`config.mk`:
```
export PLATFORM = sky130hd
export DESIGN_NAME = lagEncoderTop
export DESIGN_NICKNAME = d
export VERILOG_FILES = /design/src/logic/lagPkg.sv /design/src/logic/lagEncoderTop.sv /design/src/logic/lagFrameSequencer.sv /design/src/logic/lagIndexFsm.sv /design/src/logic/satAddSub.sv
export SDC_FILE = /design/constraint.sdc
export NUM_CORES = 1
export LEC_CHECK = 0
export ABC_AREA = 1
export BUFFER_PORTS_ARGS = -buffer_cell sky130_fd_sc_hd__buf_2
export CAP_MARGIN = 20
export CORE_UTILIZATION = 30
export CTS_CLUSTER_SIZE = 40
export DETAILED_ROUTE_END_ITERATION = 16
export GPL_ROUTABILITY_DRIVEN = 1
export SYNTH_ARGS = -nofsm -noshare
export SYNTH_HDL_FRONTEND = slang
export SYNTH_HIERARCHICAL = 1
export SYNTH_SLANG_ARGS = --single-unit
```
`constraint.sdc`:
```
create_clock -name clk -period 7.72 [get_ports clk]
set_clock_uncertainty 0.2 [all_clocks]
set_input_delay 0.386 -clock clk [delete_from_list [all_inputs] [get_ports clk]]
set_output_delay 0.386 -clock clk [all_outputs]
set_load 0.01 [all_outputs]
```
`src/logic/lagPkg.sv`:
```
package lagPkg;

	////////////////////////////////////////////////////////////////////////////
	// Data types
	////////////////////////////////////////////////////////////////////////////

	// Signed 16-bit word for lags, fractions and operands
	typedef logic signed [15:0] word_t;

	// First subframe pitch index
	typedef logic [7:0] p1Index_t;

	// Second subframe relative index
	typedef logic [4:0] p2Index_t;

	////////////////////////////////////////////////////////////////////////////
	// G.729 pitch lag constants
	////////////////////////////////////////////////////////////////////////////

	// Pitch lag limits from the standard
	localparam word_t PIT_MIN = 16'sd20;
	localparam word_t PIT_MAX = 16'sd143;

	// Highest lag coded with 1/3 resolution
	localparam word_t LAG_FRAC_LIMIT = 16'sd85;

	// Offset removed from 3*T0 in the fractional index
	localparam word_t LAG_FRAC_OFFSET = 16'sd58;

	// Offset added to T0 in the integer index
	localparam word_t LAG_INT_OFFSET = 16'sd112;

	// T0 minus this gives the start of the search range
	localparam word_t LAG_RANGE_LOW = 16'sd5;

	// Distance from range start to range end
	localparam word_t LAG_RANGE_SPAN = 16'sd9;

	// Offset added in the relative index of subframe two
	localparam word_t LAG_REL_OFFSET = 16'sd2;

endpackage
```
`src/logic/lagEncoderTop.sv`:
```
`timescale 1ns/10ps

module lagEncoderTop
(
	input  logic             clk,
	input  logic             reset,
	input  logic             start,
	input  lagPkg::word_t    t0First,
	input  lagPkg::word_t    fracFirst,
	input  lagPkg::word_t    t0Second,
	input  lagPkg::word_t    fracSecond,
	output logic             busy,
	output logic             frameDone,
	output logic             p0Parity,
	output lagPkg::p1Index_t p1Index,
	output lagPkg::p2Index_t p2Index,
	output lagPkg::word_t    t0Min,
	output lagPkg::word_t    t0Max
);
	import lagPkg::*;

	// Sequencer to FSM
	logic  fsmStart;
	logic  pitFlag;
	word_t subT0;
	word_t subFrac;

	// FSM results
	word_t subIndex;
	word_t rangeMin;
	word_t rangeMax;
	logic  subDone;

	// Shared saturating adder and subtractor
	word_t addA;
	word_t addB;
	word_t subA;
	word_t subB;
	word_t addSum;
	word_t subDiff;

	////////////////////////////////////////////////////////////////////////////
	// Instances
	////////////////////////////////////////////////////////////////////////////

	lagFrameSequencer u_lagFrameSequencer
	(
		.clk        (clk),
		.reset      (reset),
		.start      (start),
		.t0First    (t0First),
		.fracFirst  (fracFirst),
		.t0Second   (t0Second),
		.fracSecond (fracSecond),
		.subIndex   (subIndex),
		.rangeMin   (rangeMin),
		.rangeMax   (rangeMax),
		.subDone    (subDone),
		.fsmStart   (fsmStart),
		.pitFlag    (pitFlag),
		.subT0      (subT0),
		.subFrac    (subFrac),
		.busy       (busy),
		.frameDone  (frameDone),
		.p0Parity   (p0Parity),
		.p1Index    (p1Index),
		.p2Index    (p2Index),
		.t0Min      (t0Min),
		.t0Max      (t0Max)
	);

	// One lag FSM serves both subframes
	lagIndexFsm u_lagIndexFsm
	(
		.clk      (clk),
		.reset    (reset),
		.fsmStart (fsmStart),
		.pitFlag  (pitFlag),
		.subT0    (subT0),
		.subFrac  (subFrac),
		.addSum   (addSum),
		.subDiff  (subDiff),
		.addA     (addA),
		.addB     (addB),
		.subA     (subA),
		.subB     (subB),
		.subIndex (subIndex),
		.rangeMin (rangeMin),
		.rangeMax (rangeMax),
		.subDone  (subDone)
	);

	satAddSub u_satAddSub
	(
		.addA    (addA),
		.addB    (addB),
		.subA    (subA),
		.subB    (subB),
		.addSum  (addSum),
		.subDiff (subDiff)
	);

endmodule

```
`src/logic/lagFrameSequencer.sv`:
```
`timescale 1ns/10ps

module lagFrameSequencer
(
	input  logic             clk,
	input  logic             reset,
	input  logic             start,
	input  lagPkg::word_t    t0First,
	input  lagPkg::word_t    fracFirst,
	input  lagPkg::word_t    t0Second,
	input  lagPkg::word_t    fracSecond,
	input  lagPkg::word_t    subIndex,
	input  lagPkg::word_t    rangeMin,
	input  lagPkg::word_t    rangeMax,
	input  logic             subDone,
	output logic             fsmStart,
	output logic             pitFlag,
	output lagPkg::word_t    subT0,
	output lagPkg::word_t    subFrac,
	output logic             busy,
	output logic             frameDone,
	output logic             p0Parity,
	output lagPkg::p1Index_t p1Index,
	output lagPkg::p2Index_t p2Index,
	output lagPkg::word_t    t0Min,
	output lagPkg::word_t    t0Max
);
	import lagPkg::*;

	typedef enum logic [1:0]
	{
		stIdle,
		stFirst,
		stSecond
	} seqState_t;

	seqState_t state;

	// Second subframe lag, kept until subframe one ends
	word_t t0SecondReg;
	word_t fracSecondReg;

	logic accept;
	logic firstDone;
	logic firstParity;

	// Starts while busy are dropped
	assign accept    = (state == stIdle) && start;
	assign firstDone = (state == stFirst) && subDone;
	assign busy      = (state != stIdle);

	// 1 + popcount of bits 7..2, mod 2
	assign firstParity = ~^subIndex[7:2];

	////////////////////////////////////////////////////////////////////////////
	// Subframe operands
	////////////////////////////////////////////////////////////////////////////

	always_ff @(posedge clk)
	begin
		if (accept)
		begin
			t0SecondReg   <= t0Second;
			fracSecondReg <= fracSecond;
			subT0         <= t0First;
			subFrac       <= fracFirst;
		end
		// Switch FSM operands to subframe two
		else if (firstDone)
		begin
			subT0   <= t0SecondReg;
			subFrac <= fracSecondReg;
		end
	end

	////////////////////////////////////////////////////////////////////////////
	// Control and frame parameters
	////////////////////////////////////////////////////////////////////////////

	always_ff @(posedge clk)
	begin
		if (reset)
		begin
			state     <= stIdle;
			fsmStart  <= 1'b0;
			pitFlag   <= 1'b0;
			frameDone <= 1'b0;
			p0Parity  <= 1'b0;
			p1Index   <= '0;
			p2Index   <= '0;
			t0Min     <= '0;
			t0Max     <= '0;
		end
		else
		begin
			// Strobes last one cycle
			fsmStart  <= 1'b0;
			frameDone <= 1'b0;

			unique case (state)
				stIdle:
				begin
					if (start)
					begin
						pitFlag  <= 1'b0;
						fsmStart <= 1'b1;
						state    <= stFirst;
					end
				end

				// Index, range and parity of subframe one
				stFirst:
				begin
					if (subDone)
					begin
						p1Index  <= subIndex[7:0];
						p0Parity <= firstParity;
						t0Min    <= rangeMin;
						t0Max    <= rangeMax;
						pitFlag  <= 1'b1;
						fsmStart <= 1'b1;
						state    <= stSecond;
					end
				end

				// Relative index is five bits wide
				stSecond:
				begin
					if (subDone)
					begin
						p2Index   <= subIndex[4:0];
						frameDone <= 1'b1;
						state     <= stIdle;
					end
				end

				default:
				begin
					state <= stIdle;
				end
			endcase
		end
	end

endmodule

```
`src/logic/lagIndexFsm.sv`:
```
`timescale 1ns/10ps

module lagIndexFsm
(
	input  logic          clk,
	input  logic          reset,
	input  logic          fsmStart,
	input  logic          pitFlag,
	input  lagPkg::word_t subT0,
	input  lagPkg::word_t subFrac,
	input  lagPkg::word_t addSum,
	input  lagPkg::word_t subDiff,
	output lagPkg::word_t addA,
	output lagPkg::word_t addB,
	output lagPkg::word_t subA,
	output lagPkg::word_t subB,
	output lagPkg::word_t subIndex,
	output lagPkg::word_t rangeMin,
	output lagPkg::word_t rangeMax,
	output logic          subDone
);
	import lagPkg::*;

	// One arithmetic step per state
	typedef enum logic [4:0]
	{
		stIdle,
		stCheck,
		stIntIndex,
		stFracDouble,
		stFracTriple,
		stFracOffset,
		stFracAdd,
		stRangeLow,
		stClampLow,
		stRangeHigh,
		stClampHigh,
		stRangeShift,
		stRelDiff,
		stRelDouble,
		stRelTriple,
		stRelOffset,
		stRelAdd,
		stDone
	} fsmState_t;

	fsmState_t state;
	fsmState_t nextState;

	// Latched subframe inputs
	word_t t0Reg;
	word_t fracReg;
	logic  flagReg;

	// Intermediate values between steps
	word_t acc;
	word_t temp;
	word_t nextAcc;
	word_t nextTemp;

	// Next values of the held results
	word_t nextIndex;
	word_t nextMin;
	word_t nextMax;

	logic accept;

	// New subframe only from idle
	assign accept = (state == stIdle) && fsmStart;

	// Done pulse for one cycle
	assign subDone = (state == stDone);

	////////////////////////////////////////////////////////////////////////////
	// Registers
	////////////////////////////////////////////////////////////////////////////

	always_ff @(posedge clk)
	begin
		if (reset)
		begin
			state    <= stIdle;
			flagReg  <= 1'b0;
			subIndex <= '0;
			rangeMin <= '0;
			rangeMax <= '0;
		end
		else
		begin
			state    <= nextState;
			subIndex <= nextIndex;
			rangeMin <= nextMin;
			rangeMax <= nextMax;
			if (accept)
				flagReg <= pitFlag;
		end
	end

	// Operand and scratch registers
	always_ff @(posedge clk)
	begin
		acc  <= nextAcc;
		temp <= nextTemp;
		if (accept)
		begin
			t0Reg   <= subT0;
			fracReg <= subFrac;
		end
	end

	////////////////////////////////////////////////////////////////////////////
	// Next state and arithmetic unit operands
	////////////////////////////////////////////////////////////////////////////

	always_comb
	begin
		nextState = state;
		nextAcc   = acc;
		nextTemp  = temp;
		nextIndex = subIndex;
		nextMin   = rangeMin;
		nextMax   = rangeMax;
		addA      = '0;
		addB      = '0;
		subA      = '0;
		subB      = '0;

		unique case (state)
			stIdle:
			begin
				if (fsmStart)
					nextState = stCheck;
			end

			// Relative coding, or T0 <= 85 test
			stCheck:
			begin
				if (flagReg)
					nextState = stRelDiff;
				else
				begin
					subA = t0Reg;
					subB = LAG_FRAC_LIMIT;
					if (subDiff[15] || subDiff == '0)
						nextState = stFracDouble;
					else
						nextState = stIntIndex;
				end
			end

			// index = T0 + 112
			stIntIndex:
			begin
				addA      = t0Reg;
				addB      = LAG_INT_OFFSET;
				nextIndex = addSum;
				nextState = stRangeLow;
			end

			// 2*T0
			stFracDouble:
			begin
				addA      = t0Reg;
				addB      = t0Reg;
				nextTemp  = addSum;
				nextState = stFracTriple;
			end

			// 3*T0
			stFracTriple:
			begin
				addA      = temp;
				addB      = t0Reg;
				nextAcc   = addSum;
				nextState = stFracOffset;
			end

			stFracOffset:
			begin
				subA      = acc;
				subB      = LAG_FRAC_OFFSET;
				nextTemp  = subDiff;
				nextState = stFracAdd;
			end

			// Fraction last
			stFracAdd:
			begin
				addA      = temp;
				addB      = fracReg;
				nextIndex = addSum;
				nextState = stRangeLow;
			end

			// Range start, T0 - 5
			stRangeLow:
			begin
				subA      = t0Reg;
				subB      = LAG_RANGE_LOW;
				nextMin   = subDiff;
				nextState = stClampLow;
			end

			// Raise start to PIT_MIN when below
			stClampLow:
			begin
				subA = rangeMin;
				subB = PIT_MIN;
				if (subDiff[15])
					nextMin = PIT_MIN;
				nextState = stRangeHigh;
			end

			stRangeHigh:
			begin
				addA      = rangeMin;
				addB      = LAG_RANGE_SPAN;
				nextMax   = addSum;
				nextState = stClampHigh;
			end

			// Past PIT_MAX the whole range slides down
			stClampHigh:
			begin
				subA = rangeMax;
				subB = PIT_MAX;
				if (!subDiff[15] && subDiff != '0)
				begin
					nextMax   = PIT_MAX;
					nextState = stRangeShift;
				end
				else
					nextState = stDone;
			end

			// Start follows the clamped end
			stRangeShift:
			begin
				subA      = rangeMax;
				subB      = LAG_RANGE_SPAN;
				nextMin   = subDiff;
				nextState = stDone;
			end

			// Offset of T0 into the held range
			stRelDiff:
			begin
				subA      = t0Reg;
				subB      = rangeMin;
				nextAcc   = subDiff;
				nextState = stRelDouble;
			end

			stRelDouble:
			begin
				addA      = acc;
				addB      = acc;
				nextTemp  = addSum;
				nextState = stRelTriple;
			end

			stRelTriple:
			begin
				addA      = temp;
				addB      = acc;
				nextAcc   = addSum;
				nextState = stRelOffset;
			end

			stRelOffset:
			begin
				addA      = acc;
				addB      = LAG_REL_OFFSET;
				nextTemp  = addSum;
				nextState = stRelAdd;
			end

			stRelAdd:
			begin
				addA      = temp;
				addB      = fracReg;
				nextIndex = addSum;
				nextState = stDone;
			end

			stDone:
			begin
				nextState = stIdle;
			end

			default:
			begin
				nextState = stIdle;
			end
		endcase
	end

endmodule

```
`src/logic/satAddSub.sv`:
```
`timescale 1ns/10ps

module satAddSub
(
	input  lagPkg::word_t addA,
	input  lagPkg::word_t addB,
	input  lagPkg::word_t subA,
	input  lagPkg::word_t subB,
	output lagPkg::word_t addSum,
	output lagPkg::word_t subDiff
);
	import lagPkg::*;

	// Full precision results, one guard bit
	logic signed [16:0] addWide;
	logic signed [16:0] subWide;

	////////////////////////////////////////////////////////////////////////////
	// Saturation to the 16-bit range
	////////////////////////////////////////////////////////////////////////////

	// Clip a 17-bit value like the add and sub basic operators
	function automatic word_t saturate(input logic signed [16:0] wide);
		word_t result;
		// Guard bit and sign bit disagree on overflow
		if (wide[16] != wide[15])
		begin
			// Negative overflow goes to the most negative word
			if (wide[16])
				result = 16'sh8000;
			else
				result = 16'sh7fff;
		end
		else
			result = wide[15:0];
		return result;
	endfunction

	////////////////////////////////////////////////////////////////////////////
	// Datapath
	////////////////////////////////////////////////////////////////////////////

	// Sign extend both operands before the add
	assign addWide = {addA[15], addA} + {addB[15], addB};

	// Same for the subtract
	assign subWide = {subA[15], subA} - {subB[15], subB};

	// Results go back to the FSM in the same cycle
	assign addSum  = saturate(addWide);
	assign subDiff = saturate(subWide);

endmodule

```
After elaboration in Yosys (flattened, before gate mapping)
Cells that the tools add are included.
W data, S select, Z words.
Word-level totals
  logic and storage cells: 126
  output and inout bits: 48
  input port bits: 67
  register bits after elaboration: 225
Cells by class
  reduce and logical (&&, ||, !) cells: 39
  equal/unequal tests: 27
  bitwise logic cells: 1
  muxes and demuxes: 35
  add/sub/neg operators: 2
Operators with widths (count)
  $mux W16: 11
  $pmux W16 S2: 4
  $pmux W16 S7: 1
  $pmux W16 S6: 1
  $pmux W16 S5: 1
  $pmux W5 S15: 1
  $pmux W16 S4: 1
  $eq A5 B4 Y1 const B: 8
  $reduce_or A2 Y1: 12
  $eq A5 B3 Y1 const B: 4
  $add A16 B16 Y17: 1
  $sub A16 B16 Y17: 1
  $logic_not A16 Y1: 1
  $reduce_bool A16 Y1: 1
  $mux W5: 3
  $reduce_bool A2 Y1: 7
  $eq A5 B2 Y1 const B: 2
  $eq A5 B5 Y1 const B: 2
  $ne A2 B1 Y1 const B: 4
  $reduce_and A2 Y1: 4
  $mux W7: 1
  $mux W2: 3
  $pmux W2 S3: 1
  $reduce_and A3 Y1: 2
  other kinds (16): 27

Depth between registers and ports, before layout
Gate-level depths: netlist of run 1.
  depth in word-level cells: 11
  depth in mapped cells: 34
  gate-level depth less buffers: 33

Hierarchy
Netlist of run 1, hierarchy kept.
By module, submodules not included
  lagIndexFsm: area each 5783.0 um^2, times used 1, seq. area each 3002.9 um^2, cells each 759
  lagFrameSequencer: area each 4211.5 um^2, times used 1, seq. area each 2942.8 um^2, cells each 415
  satAddSub: area each 2160.8 um^2, times used 1, seq. area each 0.0 um^2, cells each 403

Least setup slack after synthesis of run 1
OpenSTA, ideal clock, no wires.
  kind: register to register
  start: register u_lagIndexFsm.state[3]
  end: register u_lagIndexFsm.rangeMax[10]
  cell stages (with the launch flop): 30
  arrival: 3.528 ns
  buffers on the path: 3
  slack: 3.922 ns
  library setup time: 0.070 ns
  clock period less this slack: 3.798 ns
  cells stage by stage: dfxtp_1 nand2_1 nor2_1 nand2_1 clkinv_1 clkbuf_1 a21oi_1 nand2_1 ha_1 inv_1 fa_1 nand2_1 nand2_1 nand3_1 nand2_2 nand2_2 nand3_1 nand2_2 nand2_2 buf_6 nand2_1 nand2_1 nor2_1 nand2_1 nor2_1 nand2_1 nand3_1 buf_2 nand3_1 a21oi_1
On the way
  elaborated cells between the ends (all ways): 43
  those cells by class: add/sub: 2; eq/ne: 19; mux: 9; reduce/logical: 13
RTL lines
  from (decl): line lagIndexFsm.sv:47  | fsmState_t state;
  from (signal assigned): line lagIndexFsm.sv:82  | state <= stIdle;
  from (signal assigned): line lagIndexFsm.sv:90  | state <= nextState;
  $eq A5 B4 Y1 (tied with other cells): line lagIndexFsm.sv:128  | unique case (state)
  $pmux W16 S7 *: line lagIndexFsm.sv:128
  named net subB[0]: line lagEncoderTop.sv:38  | word_t subB;
  $sub A16 B16 Y17 *: line satAddSub.sv:47  | assign subWide = {subA[15], subA} - {subB[15], subB};
  $mux W16 or $ne A1 B1 Y1 (tied branches): line satAddSub.sv:29, satAddSub.sv:26
  $mux W16 *: line satAddSub.sv:26  | if (wide[16] != wide[15])
  named net subDiff[15]: line lagEncoderTop.sv:40  | word_t subDiff;
  $reduce_bool A16 Y1 or $logic_not A1 Y1 (tied branches): line lagIndexFsm.sv:227  | if (!subDiff[15] && subDiff != '0)
  $logic_and A1 B1 Y1 *: line lagIndexFsm.sv:227
  $ne A2 B1 Y1 (no line) *
  $reduce_and A2 Y1 (no line) *
  to (signal assigned): line lagIndexFsm.sv:93  | rangeMax <= nextMax;
  to (decl): line lagIndexFsm.sv:19  | output lagPkg::word_t rangeMax,
Mark *: on every way through the listed nets, which the timed path passes. The rest lies on a longest branch.
A chain may end at the register's enable or synchronous reset.

Worst setup path in the final report of run 1
  start: register u_lagIndexFsm.state[3]
  end: register u_lagIndexFsm.rangeMax[3]
On the way
  cells in the longest elaborated chain, start to end: 10
  elaborated cells between the ends (all ways): 43
  those cells by class: add/sub: 2; eq/ne: 19; mux: 9; reduce/logical: 13
Ends and longest elaborated chain
  $eq A5 B3 Y1 or $eq A5 B4 Y1 (tied branches): line lagIndexFsm.sv:128
  $reduce_or A2 Y1 (no line)
  $pmux W16 S5 *: line lagIndexFsm.sv:128
  named net subA[0]: line lagEncoderTop.sv:37  | word_t subA;
  $sub A16 B16 Y17 *: line satAddSub.sv:47
  $mux W16 or $ne A1 B1 Y1 (tied branches): line satAddSub.sv:29, satAddSub.sv:26
  $mux W16 *: line satAddSub.sv:26
  named net subDiff[15]: line lagEncoderTop.sv:40
  $reduce_bool A16 Y1 or $logic_not A1 Y1 (tied branches): line lagIndexFsm.sv:227
  $logic_and A1 B1 Y1 *: line lagIndexFsm.sv:227
  $ne A2 B1 Y1 (no line) *
  $reduce_and A2 Y1 (no line) *
Marked as above.

==> metrics.csv, run 1 <==
stage;metric;value;unit
die;# IOs;115;
clock_tree;Clock Tree Buf Depth;3;
setup_path;critical setup path kind;flip-flop to flip-flop;
setup_path;worst path arrival time;5.58;ns
timing;minimum clock period;5.341;ns
detailed_routing;DRC viols;0;
clock_tree;CTS tree;done;
final_layout;final net count;1800;
clock_tree;# clock sinks;225;
die;Die Wd;201.1;um
timing;Slew HR;30.80;%
timing;setup violators final;0;
setup_path;worst path required time;7.96;ns
power_and_ir_drop;Max VDD drop;0.1883;mV
power_and_ir_drop;sequential fraction of design power;31.8;%
final_layout;commonest cells after routing, fill and taps aside;nand2_1 (640), edfxtp_1 (128), inv_1 (127);
clock_tree;post-CTS sizing;0;
setup_path;Crit path top cell by count;nand2_1;
clock_tree;postcts setup bufs;0;
die;die area;40450;um2
clock_tree;Num CTS Buffers;25;
global_routing;GRT Util Overall;18.02;%
final_layout;register area;5786;um2
clock_tree;Root Driver;clkbuf_16;
detailed_routing;vias;10710;
synth;Mapped Area;11900;um2
final_layout;multi-input logic area;5250;um2
hold_path;Hold Crit Class;input pin to flip-flop;
final_layout;share of layout cells above drive strength 1;12.71;%
die;die height;201.1;um
synth;Avg Cell Area, Syn;7.699;um2
outcome;status;finished clean;
power_and_ir_drop;clock power share;24.2;%
clock_tree;Reg clk slew, reported paths;0.06;ns
clock_tree;clock latency at the later pin of the worst-skew pair;0.56;ns
die;row count;72;
detailed_routing;DR iter-0 viols;915;
global_routing;grt total ovfl;0;
clock_tree;# H-tree levels;1;
synth;Post-Syn Instances;1545;
power_and_ir_drop;Tot Pwr;5057;uW
timing;Final Cycle Share;69.18;%
placement;post-DP HPWL;26890;um
setup_path;CP max stage cell;nand3_1;
timing;setup TNS;0;ns
detailed_routing;Final ANT Viol Nets;0;
run;maxcap violations;0;
detailed_routing;Pre-antenna DRT Iters;5;
power_and_ir_drop;Power per Cell Area;352.1;nW/um2
power_and_ir_drop;combinational share of power;44.1;%
placement;dpl ws;2.533;ns
die;Initial Utilization;30.57;%
timing;final hold violation count;0;
power_and_ir_drop;switching power share of the total;43.10;%
clock_tree;hold-fix buffer count after cts;64;
final_layout;ANT cells;0;
global_routing;first-pass GRT wire length;57350;um
setup_path;crit path capture type;flip-flop;
power_and_ir_drop;NetSw;2179;uW
detailed_routing;final wirelength;36890;um
timing;Fmax;187.2;MHz
timing;worst setup slack after layout;2.379;ns
final_layout;Area Overhead vs Synth;20.74;%
detailed_routing;routed vias/inst;4.794;
setup_path;CP startpoint kind;flip-flop;
global_routing;largest net degree at the start of global routing;80;
setup_path;R2R setup slack;2.38;ns
timing;Least-Margin Pin Slew;1.035;ns
power_and_ir_drop;Lkg Pwr;0.006321;uW
global_routing;vias in the first global route;10030;
final_layout;Layout fillers;4042;
global_routing;initial antenna violation count;0;
timing;RSZ-0062 raised after global routing;no;
die;area of the core;38920;um2
detailed_routing;post-DR wirelength/cell;16.52;um
power_and_ir_drop;Cell Int Power;2877;uW
synth;Synthesized Nets;1646;
synth;yosys warns;6;
placement;gpl congestion;0.9566;
timing;fin. max-slew vios;0;
setup_path;Crit Path Max Fanout;16;
final_layout;most common cell after layout, fill and taps aside;nand2_1;
setup_path;Crit path largest cell delay;0.53;ns
placement;PortBufs;114;
==> worst max-delay path: cells and delay by family (launching register included) <==
family	cells	cell delay, ns
buffers and inverters	4	0.33
and+or+nand+nor	22	3.70
DFF	1	0.41
adders and majority gates	2	0.38
AOI/OAI and AO/OA	1	0.19
==> final timing paths <==
path,startpoint,to,depth (start not counted)
max reg2reg,u_lagIndexFsm/state[3]$_SDFFE_PP0P_,u_lagIndexFsm/rangeMax[3]$_SDFFE_PP0P_,29
max,u_lagIndexFsm/state[3]$_SDFFE_PP0P_,u_lagIndexFsm/rangeMax[3]$_SDFFE_PP0P_,29
min,start,u_lagFrameSequencer/pitFlag$_SDFFE_PP0P_,5
min reg2reg,u_lagFrameSequencer/subFrac[15]$_DFFE_PP_,u_lagIndexFsm/fracReg[15]$_DFFE_PP_,0
==> layout make-up <==
type,instances,share of cell area (%)
clock buffers,38,5.593
clock inverters,5,0.3049
inverters,146,3.816
multi-input cells,1115,36.55
flip-flops and latches,225,40.28
well taps,518,4.513
repair buffers,186,8.938
==> metrics by stage <==
| step | instances | util [%] | hold WS, ns | area [um2] |
|---|---|---|---|---|
| floorplan | 1545 | - | 0.2003 | 11900 |
| global placement | 2125 | 33.03 | 0.2048 | 12850 |
| detailed placement | 2125 | 33.03 | 0.2054 | 12850 |
| CTS | 2232 | 36.85 | 0.1806 | 14340 |
| global route | 2233 | 36.91 | 0.2174 | 14360 |
| finish | 2233 | 36.91 | 0.1987 | 14360 |
==> metal layers <==
metal	vias up	routed length, um	track usage [%]
met3	37	2847	3.110
met2	405	15820	27.42
met1	4955	17460	26.37
met5	-	0	0
li1	5309	-	-
met4	0	765	4.226
==> state kept, by name, summed over array words and instances, names as in the netlist, 2 cells and up <==
signal	flops
u_lagFrameSequencer/fracSecondReg	16
u_lagFrameSequencer/subFrac	16
u_lagFrameSequencer/subT0	16
u_lagFrameSequencer/t0Max	16
u_lagFrameSequencer/t0Min	16
u_lagFrameSequencer/t0SecondReg	16
u_lagIndexFsm/acc	16
u_lagIndexFsm/fracReg	16
u_lagIndexFsm/rangeMax	16
u_lagIndexFsm/rangeMin	16
u_lagIndexFsm/t0Reg	16
u_lagIndexFsm/temp	16
u_lagFrameSequencer/p1Index	8
u_lagIndexFsm/subIndex	8
u_lagFrameSequencer/p2Index	5
u_lagIndexFsm/state	5
u_lagFrameSequencer/state	2
==> power by group through the flow <==
stage	registers, uW	logic, uW	clock network (uW)
3_5_place_dp	1630	2130	0
2_1_floorplan	1590	1530	0
5_1_grt	1620	2470	1300
3_3_place_gp	1630	2120	0
4_1_cts	1600	2170	1250
6_report	1610	2230	1220
Power figures use the tool's default switching activity.
==> inputs of run 2 (changes only) <==
==> constraint.sdc (replaced) <==
create_clock -name clk -period 4.65 [get_ports clk]
set_clock_uncertainty 0.2 [all_clocks]
set_input_delay 0.2325 -clock clk [delete_from_list [all_inputs] [get_ports clk]]
set_output_delay 0.2325 -clock clk [all_outputs]
set_load 0.01 [all_outputs]
==> metrics.csv, run 2 (synthesized netlist as in run 1, its figures left out) <==
stage;metric;value;unit
clock_tree;clock latency at the later pin of the worst-skew pair;0.54;ns
detailed_routing;post-DR wirelength/cell;16.33;um
final_layout;share of layout cells above drive strength 1;15.10;%
final_layout;ANT cells;0;
global_routing;initial antenna violation count;0;
timing;Fmax;233.1;MHz
timing;Final Cycle Share;92.27;%
setup_path;worst path arrival time;4.55;ns
timing;fin. max-slew vios;0;
final_layout;Layout fillers;4047;
setup_path;CP max stage cell;dfxtp_1;
hold_path;Hold Path Cell Cnt;2;
setup_path;crit path capture type;flip-flop;
die;Die Wd;201.1;um
detailed_routing;final wirelength;37110;um
final_layout;multi-input logic area;5289;um2
die;die height;201.1;um
detailed_routing;routed vias/inst;4.753;
final_layout;Area Overhead vs Synth;23.28;%
clock_tree;# H-tree levels;1;
clock_tree;Reg clk slew, reported paths;0.06;ns
detailed_routing;Pre-antenna DRT Iters;5;
final_layout;register area;5788;um2
timing;Least-Margin Pin Slew;0.9338;ns
die;die area;40450;um2
placement;PortBufs;114;
global_routing;largest net degree at the start of global routing;65;
setup_path;Buf/Inv on CP;6;
setup_path;r2r startpoint;u_lagIndexFsm/state[3]$_SDFFE_PP0P_;
setup_path;worst path required time;4.91;ns
placement;gpl congestion;0.9862;
timing;setup violators final;0;
placement;post-DP HPWL;27650;um
die;row count;72;
power_and_ir_drop;Lkg Pwr;0.006513;uW
global_routing;grt total ovfl;0;
die;# IOs;115;
detailed_routing;DRC viols;0;
global_routing;vias in the first global route;10490;
setup_path;Crit path largest cell delay;0.42;ns
power_and_ir_drop;Max VDD drop;0.2944;mV
timing;minimum clock period;4.291;ns
detailed_routing;Final ANT Viol Nets;0;
timing;Slew HR;37.57;%
clock_tree;Root Driver;clkbuf_16;
outcome;status;finished clean;
clock_tree;Clock Tree Buf Depth;3;
final_layout;most common cell after layout, fill and taps aside;nand2_1;
placement;DP Area;13080;um2
setup_path;critical setup path kind;flip-flop to flip-flop;
hold_path;hold worst-path end;u_lagFrameSequencer/t0SecondReg[4]$_DFFE_PN_;
final_layout;commonest cells after routing, fill and taps aside;nand2_1 (638), edfxtp_1 (128), inv_1 (127);
global_routing;GRT Util Overall;18.16;%
final_layout;final instance area;14660;um2
setup_path;Crit path top cell by count;nand2_1;
global_routing;first-pass GRT wire length;57920;um
timing;final hold violation count;0;
final_layout;utilization after layout;37.68;%
die;area of the core;38920;um2
setup_path;R2R setup slack;0.36;ns
detailed_routing;vias;10800;
setup_path;Crit Path Max Fanout;15;
setup_path;reg2reg end;u_lagIndexFsm/rangeMax[4]$_SDFFE_PP0P_;
hold_path;hold_sp;t0Second[4];
run;maxcap violations;0;
die;Initial Utilization;30.57;%
setup_path;Reg2Reg Depth;31;
setup_path;CP startpoint kind;flip-flop;
final_layout;final net count;1836;
clock_tree;Num CTS Buffers;26;
hold_path;Hold Crit Class;input pin to flip-flop;
clock_tree;# clock sinks;225;
power_and_ir_drop;Power per Cell Area;578.1;nW/um2
detailed_routing;DR iter-0 viols;917;
clock_tree;CTS tree;done;
setup_path;delay-heaviest family, CP;simple AND/OR/NAND/NOR gates;
setup_path;Critical Path Stages;31;
run 2: cell count changes in the layout (fill, tap and decap cells not counted), sizes merged:
cell         delta
buf            +33
dlygate4sd3     +2
inv             +3
clkinv          +2
run 2: worst reg2reg max path: cells and delay by family (launching register included):
kind            cells  cell delay, ns
simple gates       22            2.34
compound gates      1            0.14
fa+ha+maj           2            0.51
buf+inv             6            0.59
flops               1            0.42
run 2: how the worst max path moves through the flow:
stage | startpoint | to
2_1_floorplan | u_lagIndexFsm/state[3]$_SDFFE_PP0P_ | u_lagIndexFsm/rangeMax[10]$_SDFFE_PP0P_
3_3_place_gp | u_lagIndexFsm/state[2]$_SDFFE_PP0P_ | u_lagIndexFsm/rangeMax[10]$_SDFFE_PP0P_
3_5_place_dp | u_lagIndexFsm/state[1]$_SDFFE_PP0P_ | u_lagIndexFsm/rangeMax[4]$_SDFFE_PP0P_
4_1_cts | u_lagIndexFsm/state[1]$_SDFFE_PP0P_ | u_lagIndexFsm/rangeMax[4]$_SDFFE_PP0P_
5_1_grt | u_lagIndexFsm/state[0]$_SDFFE_PP0P_ | u_lagIndexFsm/rangeMax[4]$_SDFFE_PP0P_
6_report | u_lagIndexFsm/state[3]$_SDFFE_PP0P_ | u_lagIndexFsm/rangeMax[4]$_SDFFE_PP0P_
run 2: cell type report:
cell class / instances / area share, %
Multi-Input combinational cell: 1115 / 36.07
Inverter: 146 / 3.737
Clock buffer: 38 / 5.273
Sequential cell: 225 / 39.47
Clock inverter: 10 / 0.4522
Tap cell: 518 / 4.420
Timing Repair Buffer: 221 / 10.58
run 2: per-layer routing:
| layer | vias up | track usage [%] | routed length [um] |
|---|---|---|---|
| li1 | 5391 | - | - |
| met2 | 388 | 28.02 | 16110 |
| met5 | - | 0 | 0 |
| met4 | 0 | 5.262 | 993 |
| met1 | 4977 | 25.83 | 17180 |
| met3 | 48 | 3.239 | 2835 |
run 2: timing repair:
action / in CTS / in global routing
setup endpoints to repair: 15 / 20
cloned: 0 / 0
buffers inserted: 0 / 3
gates resized for setup: 1 / 12
hold buffers: 65 / 1
pin swaps: 0 / 1
hold endpoints to repair: 86 / 3
run 2: stage by stage:
stage	hold WS [ns]	setup slack [ns]	power [uW]	std cells	setup TNS, ns
2_1_floorplan	0.1314	0.8518	5186	1545	0
3_3_place_gp	0.2050	0.1119	6300	2155	0
3_5_place_dp	0.2045	-0.02443	6310	2155	-0.06288
4_1_cts	0.06737	0.02471	8375	2268	0
5_1_grt	0.1904	-0.003605	9025	2273	-0.003605
6_report	0.2018	0.3593	8477	2273	0
run 2: power by group:
part,internal (uW),switching [uW],total [uW]
Clock,1160,821,1980
Sequential,2530,133,2670
Combinational,1170,2660,3830
Total,4860,3620,8480
==> inputs of run 3 (changes only) <==
--- a/config.mk
+++ b/config.mk
@@ -9,6 +9,7 @@
 export BUFFER_PORTS_ARGS = -buffer_cell sky130_fd_sc_hd__buf_2
 export CAP_MARGIN = 20
 export CORE_UTILIZATION = 30
+export CTS_BUF_LIST = sky130_fd_sc_hd__clkbuf_4 sky130_fd_sc_hd__clkbuf_8 sky130_fd_sc_hd__clkbuf_16
 export CTS_CLUSTER_SIZE = 40
 export DETAILED_ROUTE_END_ITERATION = 16
 export GPL_ROUTABILITY_DRIVEN = 1
==> metrics.csv, run 3 (synthesized netlist as in run 1, its figures left out) <==
stage;metric;value;unit
detailed_routing;final wirelength;37150;um
clock_tree;Root Driver;clkbuf_16;
clock_tree;# clock sinks;225;
die;# IOs;115;
timing;setup violators final;0;
final_layout;Area Overhead vs Synth;23.48;%
global_routing;first-pass GRT wire length;57930;um
global_routing;vias in the first global route;10490;
detailed_routing;post-DR wirelength/cell;16.34;um
die;Die Wd;201.1;um
final_layout;share of layout cells above drive strength 1;15.33;%
final_layout;commonest cells after routing, fill and taps aside;nand2_1 (637), edfxtp_1 (128), inv_1 (127);
setup_path;critical setup path kind;flip-flop to flip-flop;
timing;final hold violation count;0;
setup_path;worst path arrival time;4.57;ns
power_and_ir_drop;sequential fraction of design power;31.2;%
clock_tree;Clock Tree Buf Depth;3;
timing;WHS;0.2013;ns
final_layout;final net count;1836;
placement;PortBufs;114;
final_layout;Layout fillers;4043;
final_layout;most common cell after layout, fill and taps aside;nand2_1;
die;area of the core;38920;um2
global_routing;grt total ovfl;0;
timing;Least-Margin Pin Slew;0.9378;ns
power_and_ir_drop;Cell Int Power;4900;uW
timing;setup TNS;0;ns
global_routing;GRT Util Overall;18.16;%
detailed_routing;DRC viols;0;
clock_tree;# H-tree levels;1;
placement;Cells after DPL;2155;
timing;fin. max-slew vios;0;
timing;minimum clock period;4.304;ns
detailed_routing;DR iter-0 viols;849;
timing;RSZ-0062 raised after global routing;no;
detailed_routing;Pre-antenna DRT Iters;5;
placement;gpl congestion;0.9862;
detailed_routing;routed vias/inst;4.762;
run;maxcap violations;0;
setup_path;CP startpoint kind;flip-flop;
clock_tree;CTS tree;done;
clock_tree;Reg clk slew, reported paths;0.06;ns
final_layout;ANT cells;0;
power_and_ir_drop;switching power share of the total;42.65;%
detailed_routing;Final ANT Viol Nets;0;
power_and_ir_drop;clock power share;23.6;%
placement;post-DP HPWL;27650;um
power_and_ir_drop;Tot Pwr;8543;uW
final_layout;utilization after layout;37.74;%
die;Initial Utilization;30.57;%
global_routing;largest net degree at the start of global routing;65;
power_and_ir_drop;Lkg Pwr;0.006525;uW
global_routing;initial antenna violation count;0;
power_and_ir_drop;Power per Cell Area;581.7;nW/um2
power_and_ir_drop;combinational share of power;45.2;%
power_and_ir_drop;NetSw;3643;uW
setup_path;worst path required time;4.92;ns
timing;Slew HR;37.33;%
setup_path;CP max stage cell;dfxtp_1;
hold_path;Hold Crit Class;input pin to flip-flop;
timing;Fmax;232.3;MHz
setup_path;Crit Path Max Fanout;15;
setup_path;Crit path largest cell delay;0.43;ns
clock_tree;Num CTS Buffers;26;
final_layout;fin cells;2273;
die;die area;40450;um2
clock_tree;clock latency at the later pin of the worst-skew pair;0.54;ns
outcome;status;finished clean;
die;die height;201.1;um
setup_path;crit path capture type;flip-flop;
die;row count;72;
detailed_routing;vias;10830;
timing;Final Cycle Share;92.57;%
power_and_ir_drop;Max VDD drop;0.3000;mV
setup_path;Crit path top cell by count;nand2_1;
run 3: metrics by stage:
step | instance area (um2) | setup WS [ns]
after detailed placement | 13080 | -0.02443
after floorplan | 11900 | 0.8518
after global routing | 14690 | 0.009494
after CTS | 14600 | 0.03855
after global placement | 13080 | 0.1119
final | 14690 | 0.3455
run 3: cell type report:
type                       instances  area [um2]  share of cell area, %
sequential                       225        5788                  39.41
multi-input combinational       1115        5291                  36.03
timing repair buffer             221        1551                  10.56
clock inverter                    10       66.31                 0.4515
clock buffer                      38       794.5                  5.409
inverter                         146       548.0                  3.731
tap                              518       648.1                  4.413
run 3: critical path, delay by kind of cell (launching register included):
kind,cells,cell delay [ns]
AO/OA/AOI/OAI,1,0.13
AND/OR/NAND/NOR,22,2.37
adder cells (fa/ha/maj),2,0.51
flip-flops,1,0.43
buffers and inverters,6,0.59
run 3: per-layer routing:
layer	share of wire (%)	global-route usage [%]	wire (um)
met4	2.6	5.262	965
met5	0	0	0
met3	7.9	3.239	2920
met2	43	28.02	16040
met1	46	25.83	17220
run 3: final timing paths:
path | start | to | slack (ns) | cells after the start
min | t0Second[4] | u_lagFrameSequencer/t0SecondReg[4]$_DFFE_PN_ | 0.20 | 2
min reg2reg | u_lagFrameSequencer/subFrac[3]$_DFFE_PP_ | u_lagIndexFsm/fracReg[3]$_DFFE_PP_ | 0.22 | 0
max | u_lagIndexFsm/state[3]$_SDFFE_PP0P_ | u_lagIndexFsm/rangeMax[15]$_SDFFE_PP0P_ | 0.35 | 31
max reg2reg | u_lagIndexFsm/state[3]$_SDFFE_PP0P_ | u_lagIndexFsm/rangeMax[15]$_SDFFE_PP0P_ | 0.35 | 31
run 3: timing repair:
| item | in CTS | in global routing |
|---|---|---|
| gates resized for setup | 1 | 13 |
| buffers inserted | 0 | 3 |
| hold buffers | 65 | 1 |
| endpoints found under the hold margin | 86 | 3 |
| endpoints found under the setup margin | 15 | 20 |
run 3: power by group through the flow:
stage	clock, uW	combinational [uW]	sequential (uW)
after floorplan	0	2540	2640
after global placement	0	3600	2700
after detailed placement	0	3610	2700
after CTS	2070	3680	2660
after global routing	2140	4250	2680
final	2020	3860	2670
